--- config.mk ---
export PLATFORM = sky130hd
export DESIGN_NAME = alu
export DESIGN_NICKNAME = d
export VERILOG_FILES = /design/src/logic/alu_pkg.sv /design/src/logic/alu_cla_adder.sv /design/src/logic/alu_shifter.sv /design/src/logic/alu_multiplier.sv /design/src/logic/alu_divider.sv /design/src/logic/alu.sv
export VERILOG_INCLUDE_DIRS = /design/src /design/src/logic
export SDC_FILE = /design/constraint.sdc
export NUM_CORES = 1
export LEC_CHECK = 0
export ABC_AREA = 1
export ABC_CLOCK_PERIOD_IN_PS = 7700
export BUFFER_PORTS_ARGS = -buffer_cell sky130_fd_sc_hd__buf_4
export CAP_MARGIN = 20
export CORE_MARGIN = 4
export CORE_UTILIZATION = 46
export DETAILED_ROUTE_END_ITERATION = 8
export PLACE_DENSITY_LB_ADDON = 0.08
export SYNTH_ARGS = -nofsm -noshare
export SYNTH_HDL_FRONTEND = slang
export SYNTH_SLANG_ARGS = --single-unit
export TNS_END_PERCENT = 30
--- constraint.sdc ---
create_clock -name clock -period 7.7 [get_ports clock]
set_input_delay 0.77 -clock clock [delete_from_list [all_inputs] [get_ports clock]]
set_output_delay 0.77 -clock clock [all_outputs]
set_load 0.01 [all_outputs]
--- src/logic/alu_consts.svh ---
/* Widths are fixed by the 32-bit opcode map; changing them is not supported.
   Only the low ALU_SHAMT_W bits of a shift amount are used. */
`ifndef ALU_CONSTS_SVH
`define ALU_CONSTS_SVH

// Operand width of a and b, result is twice this
`define ALU_WIDTH 32

// Low bits of b taken as the shift amount
`define ALU_SHAMT_W 5

// Steps of the multiplier and the divider
// One step per operand bit
`define ALU_ITERS 32

`endif

--- src/logic/alu_pkg.sv ---
/* Shared ALU types. Select codes carry flag bits that the datapath reads
   directly, so their values must not be renumbered. */
`default_nettype none

`include "alu_consts.svh"

package alu_pkg;

	// Instruction-set opcodes, codes not listed here are illegal
	typedef enum logic [4:0] {
		OP_ADD  = 5'd3,
		OP_SUB  = 5'd4,
		OP_SHR  = 5'd5,
		OP_SHRA = 5'd6,
		OP_SHL  = 5'd7,
		OP_ROR  = 5'd8,
		OP_ROL  = 5'd9,
		OP_AND  = 5'd10,
		OP_OR   = 5'd11,
		OP_ADDI = 5'd12,
		OP_ANDI = 5'd13,
		OP_ORI  = 5'd14,
		OP_MUL  = 5'd15,
		OP_DIV  = 5'd16,
		OP_NEG  = 5'd17,
		OP_NOT  = 5'd18
	} spec_op_e;

	// Internal select codes
	// Arithmetic group 001xx: bit 0 subtract, bit 1 negate
	// Shift group 11xxx: bit 0 right, bit 1 rotate, bit 2 arithmetic
	typedef enum logic [4:0] {
		SEL_ILLEGAL = 5'b00000,
		SEL_NOT     = 5'b00001,
		SEL_AND     = 5'b00010,
		SEL_OR      = 5'b00011,
		SEL_ADD     = 5'b00100,
		SEL_SUB     = 5'b00101,
		SEL_NEG     = 5'b00111,
		SEL_MUL     = 5'b01000,
		SEL_DIV     = 5'b01001,
		SEL_SHL     = 5'b11000,
		SEL_SHR     = 5'b11001,
		SEL_ROL     = 5'b11010,
		SEL_ROR     = 5'b11011,
		SEL_SHRA    = 5'b11101
	} alu_sel_e;

	// Request from the bus
	typedef struct packed {
		spec_op_e               op;
		logic [`ALU_WIDTH-1:0] a;
		logic [`ALU_WIDTH-1:0] b;
	} alu_req_t;

	// Shifter direction and fill mode
	typedef struct packed {
		logic right;
		logic rotate;
		logic arith;
	} shift_ctrl_t;

	// Result halves
	// MUL gives hi:lo product, DIV gives remainder:quotient
	typedef struct packed {
		logic [`ALU_WIDTH-1:0] hi;
		logic [`ALU_WIDTH-1:0] lo;
	} alu_res_t;

endpackage

`default_nettype wire

--- src/logic/alu_cla_adder.sv ---
/* Combinational 32-bit adder, no carry out. Width must be a multiple of 4. */
`timescale 1ns/1ps
`default_nettype none

`include "alu_consts.svh"

module alu_cla_adder (
	input  logic [`ALU_WIDTH-1:0] x,
	input  logic [`ALU_WIDTH-1:0] y,
	input  logic                  sub,
	output logic [`ALU_WIDTH-1:0] sum
);

	localparam int W = `ALU_WIDTH;
	localparam int GROUPS = W / 4;

	logic [W-1:0]      y_eff;
	logic [W-1:0]      gen;
	logic [W-1:0]      prop;
	logic [W-1:0]      carry;
	logic [GROUPS-1:0] grp_g;
	logic [GROUPS-1:0] grp_p;
	logic [GROUPS-1:0] grp_c;

	always_comb begin
		logic c_acc;
		logic p_run;
		// Two's complement subtract: invert y, carry in of one
		y_eff = sub ? ~y : y;
		gen = x & y_eff;
		prop = x ^ y_eff;

		// Group generate and propagate over 4 bits
		for (int k = 0; k < GROUPS; k++) begin
			grp_g[k] = gen[4*k+3]
				| (prop[4*k+3] & gen[4*k+2])
				| (prop[4*k+3] & prop[4*k+2] & gen[4*k+1])
				| (&prop[4*k+1 +: 3] & gen[4*k]);
			grp_p[k] = &prop[4*k +: 4];
		end

		// Second level, carry into each group as a flat sum of products
		grp_c[0] = sub;
		for (int k = 1; k < GROUPS; k++) begin
			c_acc = 1'b0;
			p_run = 1'b1;
			for (int j = k - 1; j >= 0; j--) begin
				c_acc = c_acc | (p_run & grp_g[j]);
				p_run = p_run & grp_p[j];
			end
			grp_c[k] = c_acc | (p_run & sub);
		end

		// Bit carries inside each group
		for (int k = 0; k < GROUPS; k++) begin
			carry[4*k] = grp_c[k];
			for (int j = 1; j < 4; j++) begin
				carry[4*k+j] = gen[4*k+j-1] | (prop[4*k+j-1] & carry[4*k+j-1]);
			end
		end

		sum = prop ^ carry;
	end

endmodule

`default_nettype wire

--- src/logic/alu_shifter.sv ---
/* Combinational barrel shifter. Arithmetic fill applies to right shifts only,
   shift amounts wrap at the word width. */
`timescale 1ns/1ps
`default_nettype none

`include "alu_consts.svh"

module alu_shifter
	import alu_pkg::*;
(
	input  logic [`ALU_WIDTH-1:0]   value,
	input  logic [`ALU_SHAMT_W-1:0] shamt,
	input  shift_ctrl_t             ctrl,
	output logic [`ALU_WIDTH-1:0]   shifted
);

	localparam int W = `ALU_WIDTH;
	localparam int SH = `ALU_SHAMT_W;

	// stage[SH] is the input, stage[0] the output
	logic [SH:0][W-1:0] stage;

	// One fixed-distance step, n is never zero
	function automatic logic [W-1:0] shift_step(
		input logic [W-1:0] v,
		input int           n,
		input shift_ctrl_t  c
	);
		logic [W-1:0] fill;
		if (c.right) begin
			// Vacated high bits
			if (c.rotate)
				fill = v << (W - n);
			else if (c.arith)
				fill = {W{v[W-1]}} << (W - n);
			else
				fill = '0;
			shift_step = (v >> n) | fill;
		end else begin
			// Vacated low bits, wrapped only for rotate
			fill = c.rotate ? (v >> (W - n)) : '0;
			shift_step = (v << n) | fill;
		end
	endfunction

	// Stages by 16, 8, 4, 2, 1 under the matching shamt bit
	always_comb begin
		stage[SH] = value;
		for (int s = SH - 1; s >= 0; s--) begin
			stage[s] = shamt[s] ? shift_step(stage[s+1], 1 << s, ctrl) : stage[s+1];
		end
	end

	assign shifted = stage[0];

endmodule

`default_nettype wire

--- src/logic/alu_multiplier.sv ---
/* Signed 32x32 multiplier, done 33 cycles after go. Operands must stay stable
   on the go cycle only; go is ignored while running. */
`timescale 1ns/1ps
`default_nettype none

`include "alu_consts.svh"

module alu_multiplier
	import alu_pkg::*;
(
	input  logic                  clock,
	input  logic                  arst_n,
	input  logic                  go,
	input  logic [`ALU_WIDTH-1:0] a,
	input  logic [`ALU_WIDTH-1:0] b,
	output alu_res_t              product,
	output logic                  done
);

	localparam int W = `ALU_WIDTH;
	localparam int CNT_W = $clog2(`ALU_ITERS);

	typedef enum logic [1:0] {
		MUL_IDLE,
		MUL_RUN,
		MUL_FIX
	} mul_state_e;

	mul_state_e     state;
	logic [CNT_W-1:0] cnt;
	logic [W-1:0]   a_mag;
	logic [W-1:0]   b_mag;
	logic [W-1:0]   mcand;
	logic [2*W-1:0] acc;
	logic [W:0]     part_sum;
	logic           neg;

	// Magnitudes, the most negative value maps to 2^31 unsigned
	assign a_mag = a[W-1] ? -a : a;
	assign b_mag = b[W-1] ? -b : b;

	// Upper half plus multiplicand when the current multiplier bit is set
	assign part_sum = {1'b0, acc[2*W-1:W]} + (acc[0] ? {1'b0, mcand} : '0);

	// Sequencing
	always_ff @(posedge clock or negedge arst_n) begin
		if (!arst_n) begin
			state <= MUL_IDLE;
			cnt <= '0;
		end else begin
			case (state)
				MUL_IDLE: begin
					if (go) begin
						cnt <= CNT_W'(`ALU_ITERS - 1);
						state <= MUL_RUN;
					end
				end
				MUL_RUN: begin
					// Last step moves on to sign correction
					if (cnt == '0)
						state <= MUL_FIX;
					else
						cnt <= cnt - 1'b1;
				end
				default: state <= MUL_IDLE;
			endcase
		end
	end

	// Datapath
	always_ff @(posedge clock) begin
		if (state == MUL_IDLE && go) begin
			mcand <= a_mag;
			// Multiplier sits in the low half and shifts out bit by bit
			acc <= {{W{1'b0}}, b_mag};
			neg <= a[W-1] ^ b[W-1];
		end else if (state == MUL_RUN) begin
			acc <= {part_sum, acc[W-1:1]};
		end
	end

	// Sign applied on the output, valid during the fix cycle
	assign product = neg ? -acc : acc;
	assign done = (state == MUL_FIX);

endmodule

`default_nettype wire

--- src/logic/alu_divider.sv ---
/* Signed 32-bit restoring divider, done 33 cycles after go. Quotient truncates
   toward zero; divide by zero gives all ones and the dividend as remainder. */
`timescale 1ns/1ps
`default_nettype none

`include "alu_consts.svh"

module alu_divider
	import alu_pkg::*;
(
	input  logic                  clock,
	input  logic                  arst_n,
	input  logic                  go,
	input  logic [`ALU_WIDTH-1:0] a,
	input  logic [`ALU_WIDTH-1:0] b,
	output alu_res_t              quot_rem,
	output logic                  done
);

	localparam int W = `ALU_WIDTH;
	localparam int CNT_W = $clog2(`ALU_ITERS);

	typedef enum logic [1:0] {
		DIV_IDLE,
		DIV_RUN,
		DIV_FIX
	} div_state_e;

	div_state_e       state;
	logic [CNT_W-1:0] cnt;
	logic [W-1:0]     a_mag;
	logic [W-1:0]     b_mag;
	logic [W-1:0]     den;
	logic [W-1:0]     quo;
	logic [W-1:0]     rem;
	logic [W:0]       rem_shift;
	logic [W:0]       trial;
	logic             neg_quo;
	logic             neg_rem;

	assign a_mag = a[W-1] ? -a : a;
	assign b_mag = b[W-1] ? -b : b;

	// Next dividend bit enters the partial remainder
	assign rem_shift = {rem, quo[W-1]};
	// Trial subtraction, top bit set means the divisor did not fit
	assign trial = rem_shift - {1'b0, den};

	always_ff @(posedge clock or negedge arst_n) begin
		if (!arst_n) begin
			state <= DIV_IDLE;
			cnt <= '0;
		end else begin
			case (state)
				DIV_IDLE: begin
					if (go) begin
						cnt <= CNT_W'(`ALU_ITERS - 1);
						state <= DIV_RUN;
					end
				end
				DIV_RUN: begin
					if (cnt == '0)
						state <= DIV_FIX;
					else
						cnt <= cnt - 1'b1;
				end
				default: state <= DIV_IDLE;
			endcase
		end
	end

	always_ff @(posedge clock) begin
		if (state == DIV_IDLE && go) begin
			den <= b_mag;
			// Dividend shifts out of quo while quotient bits shift in
			quo <= a_mag;
			rem <= '0;
			// Zero divisor keeps the all ones quotient unsigned
			neg_quo <= (a[W-1] ^ b[W-1]) && (b != '0);
			neg_rem <= a[W-1];
		end else if (state == DIV_RUN) begin
			if (!trial[W]) begin
				rem <= trial[W-1:0];
				quo <= {quo[W-2:0], 1'b1};
			end else begin
				// Restore, keep the shifted remainder
				rem <= rem_shift[W-1:0];
				quo <= {quo[W-2:0], 1'b0};
			end
		end
	end

	// Remainder follows the dividend sign
	assign quot_rem.hi = neg_rem ? -rem : rem;
	assign quot_rem.lo = neg_quo ? -quo : quo;
	assign done = (state == DIV_FIX);

endmodule

`default_nettype wire

--- src/logic/alu.sv ---
/* ALU top. One operation at a time, a start while busy is dropped. The result
   and illegal flag hold until the next operation finishes. */
`timescale 1ns/1ps
`default_nettype none

`include "alu_consts.svh"

module alu
	import alu_pkg::*;
(
	input  logic     clock,
	input  logic     arst_n,
	input  logic     start,
	input  alu_req_t req,
	output logic     busy,
	output logic     finished,
	output logic     illegal,
	output alu_res_t result
);

	localparam int W = `ALU_WIDTH;

	typedef enum logic [1:0] {
		ST_IDLE,
		ST_FAST,
		ST_WAIT_SEQ
	} ctrl_state_e;

	ctrl_state_e state;
	alu_sel_e    dec_sel;
	alu_sel_e    sel_q;
	logic [W-1:0] a_q;
	logic [W-1:0] b_q;
	logic        accept;
	logic        dec_seq;
	logic [W-1:0] add_x;
	logic [W-1:0] add_y;
	logic [W-1:0] add_sum;
	logic [W-1:0] shift_out;
	shift_ctrl_t shift_ctrl;
	logic        mul_go;
	logic        mul_done;
	logic        div_go;
	logic        div_done;
	logic        seq_done;
	alu_res_t    mul_res;
	alu_res_t    div_res;
	alu_res_t    seq_res;
	alu_res_t    fast_res;

	// Opcode recode, immediates share the register forms
	always_comb begin
		case (req.op)
			OP_ADD, OP_ADDI: dec_sel = SEL_ADD;
			OP_SUB:          dec_sel = SEL_SUB;
			OP_NEG:          dec_sel = SEL_NEG;
			OP_AND, OP_ANDI: dec_sel = SEL_AND;
			OP_OR, OP_ORI:   dec_sel = SEL_OR;
			OP_NOT:          dec_sel = SEL_NOT;
			OP_SHL:          dec_sel = SEL_SHL;
			OP_SHR:          dec_sel = SEL_SHR;
			OP_SHRA:         dec_sel = SEL_SHRA;
			OP_ROL:          dec_sel = SEL_ROL;
			OP_ROR:          dec_sel = SEL_ROR;
			OP_MUL:          dec_sel = SEL_MUL;
			OP_DIV:          dec_sel = SEL_DIV;
			default:         dec_sel = SEL_ILLEGAL;
		endcase
	end

	assign dec_seq = (dec_sel == SEL_MUL) || (dec_sel == SEL_DIV);
	assign busy = (state != ST_IDLE);
	assign accept = start && !busy;

	// Operand capture, later bus changes do not reach the units
	always_ff @(posedge clock) begin
		if (accept) begin
			a_q <= req.a;
			b_q <= req.b;
		end
	end

	// Negate runs as 0 - a
	assign add_x = sel_q[1] ? '0 : a_q;
	assign add_y = sel_q[1] ? a_q : b_q;

	alu_cla_adder u_adder (
		.x   (add_x),
		.y   (add_y),
		.sub (sel_q[0]),
		.sum (add_sum)
	);

	// Shift flags straight from the select code
	always_comb begin
		shift_ctrl.right = sel_q[0];
		shift_ctrl.rotate = sel_q[1];
		shift_ctrl.arith = sel_q[2];
	end

	alu_shifter u_shifter (
		.value   (a_q),
		.shamt   (b_q[`ALU_SHAMT_W-1:0]),
		.ctrl    (shift_ctrl),
		.shifted (shift_out)
	);

	alu_multiplier u_mul (
		.clock   (clock),
		.arst_n  (arst_n),
		.go      (mul_go),
		.a       (a_q),
		.b       (b_q),
		.product (mul_res),
		.done    (mul_done)
	);

	alu_divider u_div (
		.clock    (clock),
		.arst_n   (arst_n),
		.go       (div_go),
		.a        (a_q),
		.b        (b_q),
		.quot_rem (div_res),
		.done     (div_done)
	);

	// Single-cycle result, upper half always zero
	always_comb begin
		fast_res = '0;
		case (sel_q)
			SEL_NOT:                   fast_res.lo = ~a_q;
			SEL_AND:                   fast_res.lo = a_q & b_q;
			SEL_OR:                    fast_res.lo = a_q | b_q;
			SEL_ADD, SEL_SUB, SEL_NEG: fast_res.lo = add_sum;
			SEL_SHL, SEL_SHR, SEL_ROL, SEL_ROR, SEL_SHRA: fast_res.lo = shift_out;
			default:                   fast_res.lo = '0;
		endcase
	end

	// Bit 0 tells DIV from MUL
	assign seq_done = sel_q[0] ? div_done : mul_done;
	assign seq_res = sel_q[0] ? div_res : mul_res;

	always_ff @(posedge clock or negedge arst_n) begin
		if (!arst_n) begin
			state <= ST_IDLE;
			sel_q <= SEL_ILLEGAL;
			mul_go <= 1'b0;
			div_go <= 1'b0;
			finished <= 1'b0;
			illegal <= 1'b0;
			result <= '0;
		end else begin
			// Pulses last one cycle
			finished <= 1'b0;
			mul_go <= 1'b0;
			div_go <= 1'b0;
			case (state)
				ST_IDLE: begin
					if (accept) begin
						sel_q <= dec_sel;
						if (dec_seq) begin
							mul_go <= (dec_sel == SEL_MUL);
							div_go <= (dec_sel == SEL_DIV);
							state <= ST_WAIT_SEQ;
						end else begin
							state <= ST_FAST;
						end
					end
				end
				ST_FAST: begin
					result <= fast_res;
					illegal <= (sel_q == SEL_ILLEGAL);
					finished <= 1'b1;
					state <= ST_IDLE;
				end
				ST_WAIT_SEQ: begin
					// Unit holds its output during its done cycle
					if (seq_done) begin
						result <= seq_res;
						illegal <= 1'b0;
						finished <= 1'b1;
						state <= ST_IDLE;
					end
				end
				default: state <= ST_IDLE;
			endcase
		end
	end

endmodule

`default_nettype wire

==> metrics <==
Setup CP Type register to register; crit path max fanout 56; Post-Synthesis Net Count 4518; post-place setup slack 2.208 ns; I/O Pins 139; fin area 0.03240 mm^2; Final Hold Fails 0; die extent in x 260.9 um; most used cell, CP nand2_1; # port buffers 138; Synth Cell Area 0.02941 mm^2; FP Rows 92; routed len/inst 22.75 um; EDFF count, synth 195; Fill cells 6526; total core area 0.06320 mm^2; Seq/Total Area, Yosys 31.84%; # setup viols final 0; skew final 0.01616 ns; Worst setup EP type register; worst hold-check path type input port to async pin; Congestion Overflow GR 0; post-synthesis register bit count 348; clock insertion delay at the later pin of the skew report 0.59 ns; die height 260.9 um; Tmin final 5.556 ns; register area 0.009369 mm^2; slowest cell on the critical path dfrtp_2; Iter 0 DRT Violations 3217; post-route setup TNS 0 ns; Clock Sinks 348; worst-case clock buffer depth 3; vias in the first global route 27457; gpl congestion 0.9912; Reg clk slew, reported paths 0.06 ns; setup bufs post-CTS 0; synthesized instance count 4311; CTS tree yes; cts bufs inserted 45; Pleak 15.17 nW; unrepaired setup endpoints after global routing false; multi-input logic area 0.01709 mm^2; maxcap violations 0; VDD IR max 0.0001886 V; outcome finished, final reports clean; Routed Antenna Nets 0; drt pass-1 iters 6; slew of the pin with the lowest slew margin 1.116 ns; Final WS setup 2.144 ns; Final Net Count 4559; fmax 0.1800 GHz; share of cells above drive strength 1 8.407%; placed cell count 5149; first-pass GRT wire length 175.2 mm; Non-Filler Instances 5235; Yosys warning count 0; clk root buf clkbuf_16; relative slew slack 25.32%; hpwl dp 92.26 mm; required time of the critical path 8.16 ns; Synth Flop Type edfxtp_1; ant diodes 0; DRC viols 0; CP Launch Type register; All-Layer GR Usage 34.22%; Routed WL 119.1 mm; Worst EP arrival 6.01 ns; largest net degree at the start of global routing 85; Area after DPL 0.03091 mm^2; detailed-route via count 29952; Hold Buf Count CTS 0; Total Power 13.36 mW; vias per inst 5.721; power per cell area 412.3 mW/mm^2; Pins Over Slew Limit 0; CTS-repair resized insts 0; initial antenna violation count 2; Yosys cell types 70; Syn Area/Cell 6.823 um^2; fin crit share 72.16%; ys async rst share 25.57%; Die ar. 0.06805 mm^2; initial core utilization 46.54%; CP max stage delay 0.72 ns; area grow syn2layout 10.15%; CTS HTree Levels 2
==> through the flow <==
stage | hold slack [ns] | util [%]
6_report | 0.2718 | 51.27
5_1_grt | 0.3150 | 51.27
4_1_cts | 0.2784 | 51.20
3_5_place_dp | 0.4677 | 48.91
3_3_place_gp | 0.4632 | 48.91
2_1_floorplan | 0.4507 | -
==> worst max-delay path, delay by kind of cell (launching register included) <==
family | cells | cell delay [ns]
adders and majority gates | 4 | 1.43
DFF | 1 | 0.72
xor gates and xnor gates | 2 | 0.46
AOI/OAI and AO/OA | 7 | 1.32
buffers and inverters | 5 | 0.85
and+or+nand+nor | 9 | 0.64
==> synth_stat cells, types with 10 or more instances <==
library cell,count,area share [%]
nand3_2,19,0.65
inv_1,519,6.6
nand2_1,1068,14
dfxtp_1,64,4.4
a31oi_1,19,0.40
nor3_1,55,0.94
ha_1,110,4.7
o21ai_1,37,0.63
o21ai_0,340,5.8
buf_1,19,0.24
xor2_1,123,3.7
edfxtp_1,195,20
nand3_1,418,7.1
nand4_1,34,0.72
a221oi_1,10,0.30
or2_2,23,0.49
dfrtp_1,89,7.6
nor3_2,11,0.37
a311oi_1,18,0.54
buf_4,16,0.41
nor2_1,391,5.0
buf_2,43,0.73
buf_6,17,0.65
clkbuf_1,96,1.2
o211ai_1,40,1.0
o22ai_1,42,0.89
nor4_1,32,0.68
xnor2_1,19,0.57
o21a_1,10,0.26
a21oi_1,283,4.8
fa_1,25,1.7
nor2_2,11,0.23
==> layer usage <==
| layer | track usage (%) | vias up | wire length, um |
|---|---|---|---|
| met2 | 53.88 | 1307 | 52740 |
| met1 | 45.54 | 13871 | 49460 |
| li1 | - | 14505 | - |
| met5 | 0 | - | 7 |
| met4 | 18.46 | 2 | 7746 |
| met3 | 4.871 | 267 | 9163 |
==> placed cells by master, fill, tap and decap left out, types with 32 or more instances in the layout <==
cell type	synthesis	final
inv_1	519	516
nand4_1	34	34
nor2_1	391	388
o21ai_0	340	340
clkbuf_16	0	45
o22ai_1	42	42
nor3_1	55	54
o211ai_1	40	40
ha_1	110	110
buf_4	16	184
dfrtp_1	89	87
o21ai_1	37	37
nand2_1	1068	1068
dfxtp_1	64	64
edfxtp_1	195	195
nor4_1	32	32
a21oi_1	283	283
nand3_1	418	418
xor2_1	123	123
==> sequential cells by signal (all words and copies together) (netlist names) <==
signal,flops
u_mul.state,2
u_div.cnt,5
div_go,1
sel_q,5
u_div.den,32
state,2
u_div.neg_quo,1
u_div.neg_rem,1
u_div.state,2
a_q,32
u_mul.acc,64
u_mul.mcand,32
mul_go,1
u_mul.neg,1
result,64
b_q,32
u_div.quo,32
illegal,1
finished,1
u_div.rem,32
u_mul.cnt,5
==> power breakdown <==
group	internal, mW	switching [mW]
sequential	2.59	0.710
clock	1.22	0.887
combinational	2.56	5.39
==> kinds of logic after synthesis <==
logic type	synth area share (%)
AND/OR/NAND/NOR	30.74
flip-flops	31.84
adder cells (fa/ha/maj)	6.381
XOR/XNOR	4.228
AO/OA/AOI/OAI	16.70
buffers and inverters	10.11
==> path summary, 6_finish.rpt <==
kind / startpoint / to / slack (ns) / depth (start not counted)
worst max-delay path: sel_q[1] / result[31] / 2.14 / 27
worst min-delay path: arst_n / result[23] / 0.27 / 1
worst max register to register: sel_q[1] / result[31] / 2.14 / 27
worst min register to register: result[38] / result[38] / 0.48 / 2
max in group asynchronous: arst_n / result[3] / 6.27 / 2
min in group clock: req[1] / b_q[1] / 0.35 / 1
==> cell type report <==
| class | count | share of cell area, % |
|---|---|---|
| clock inverter | 31 | 0.8844 |
| multi-input combinational | 3238 | 52.75 |
| clock buffer | 53 | 3.599 |
| inverter | 533 | 6.198 |
| timing repair buffer | 186 | 4.387 |
| sequential | 348 | 28.92 |
| tap | 846 | 3.267 |
(Power assumes the default switching activity.)
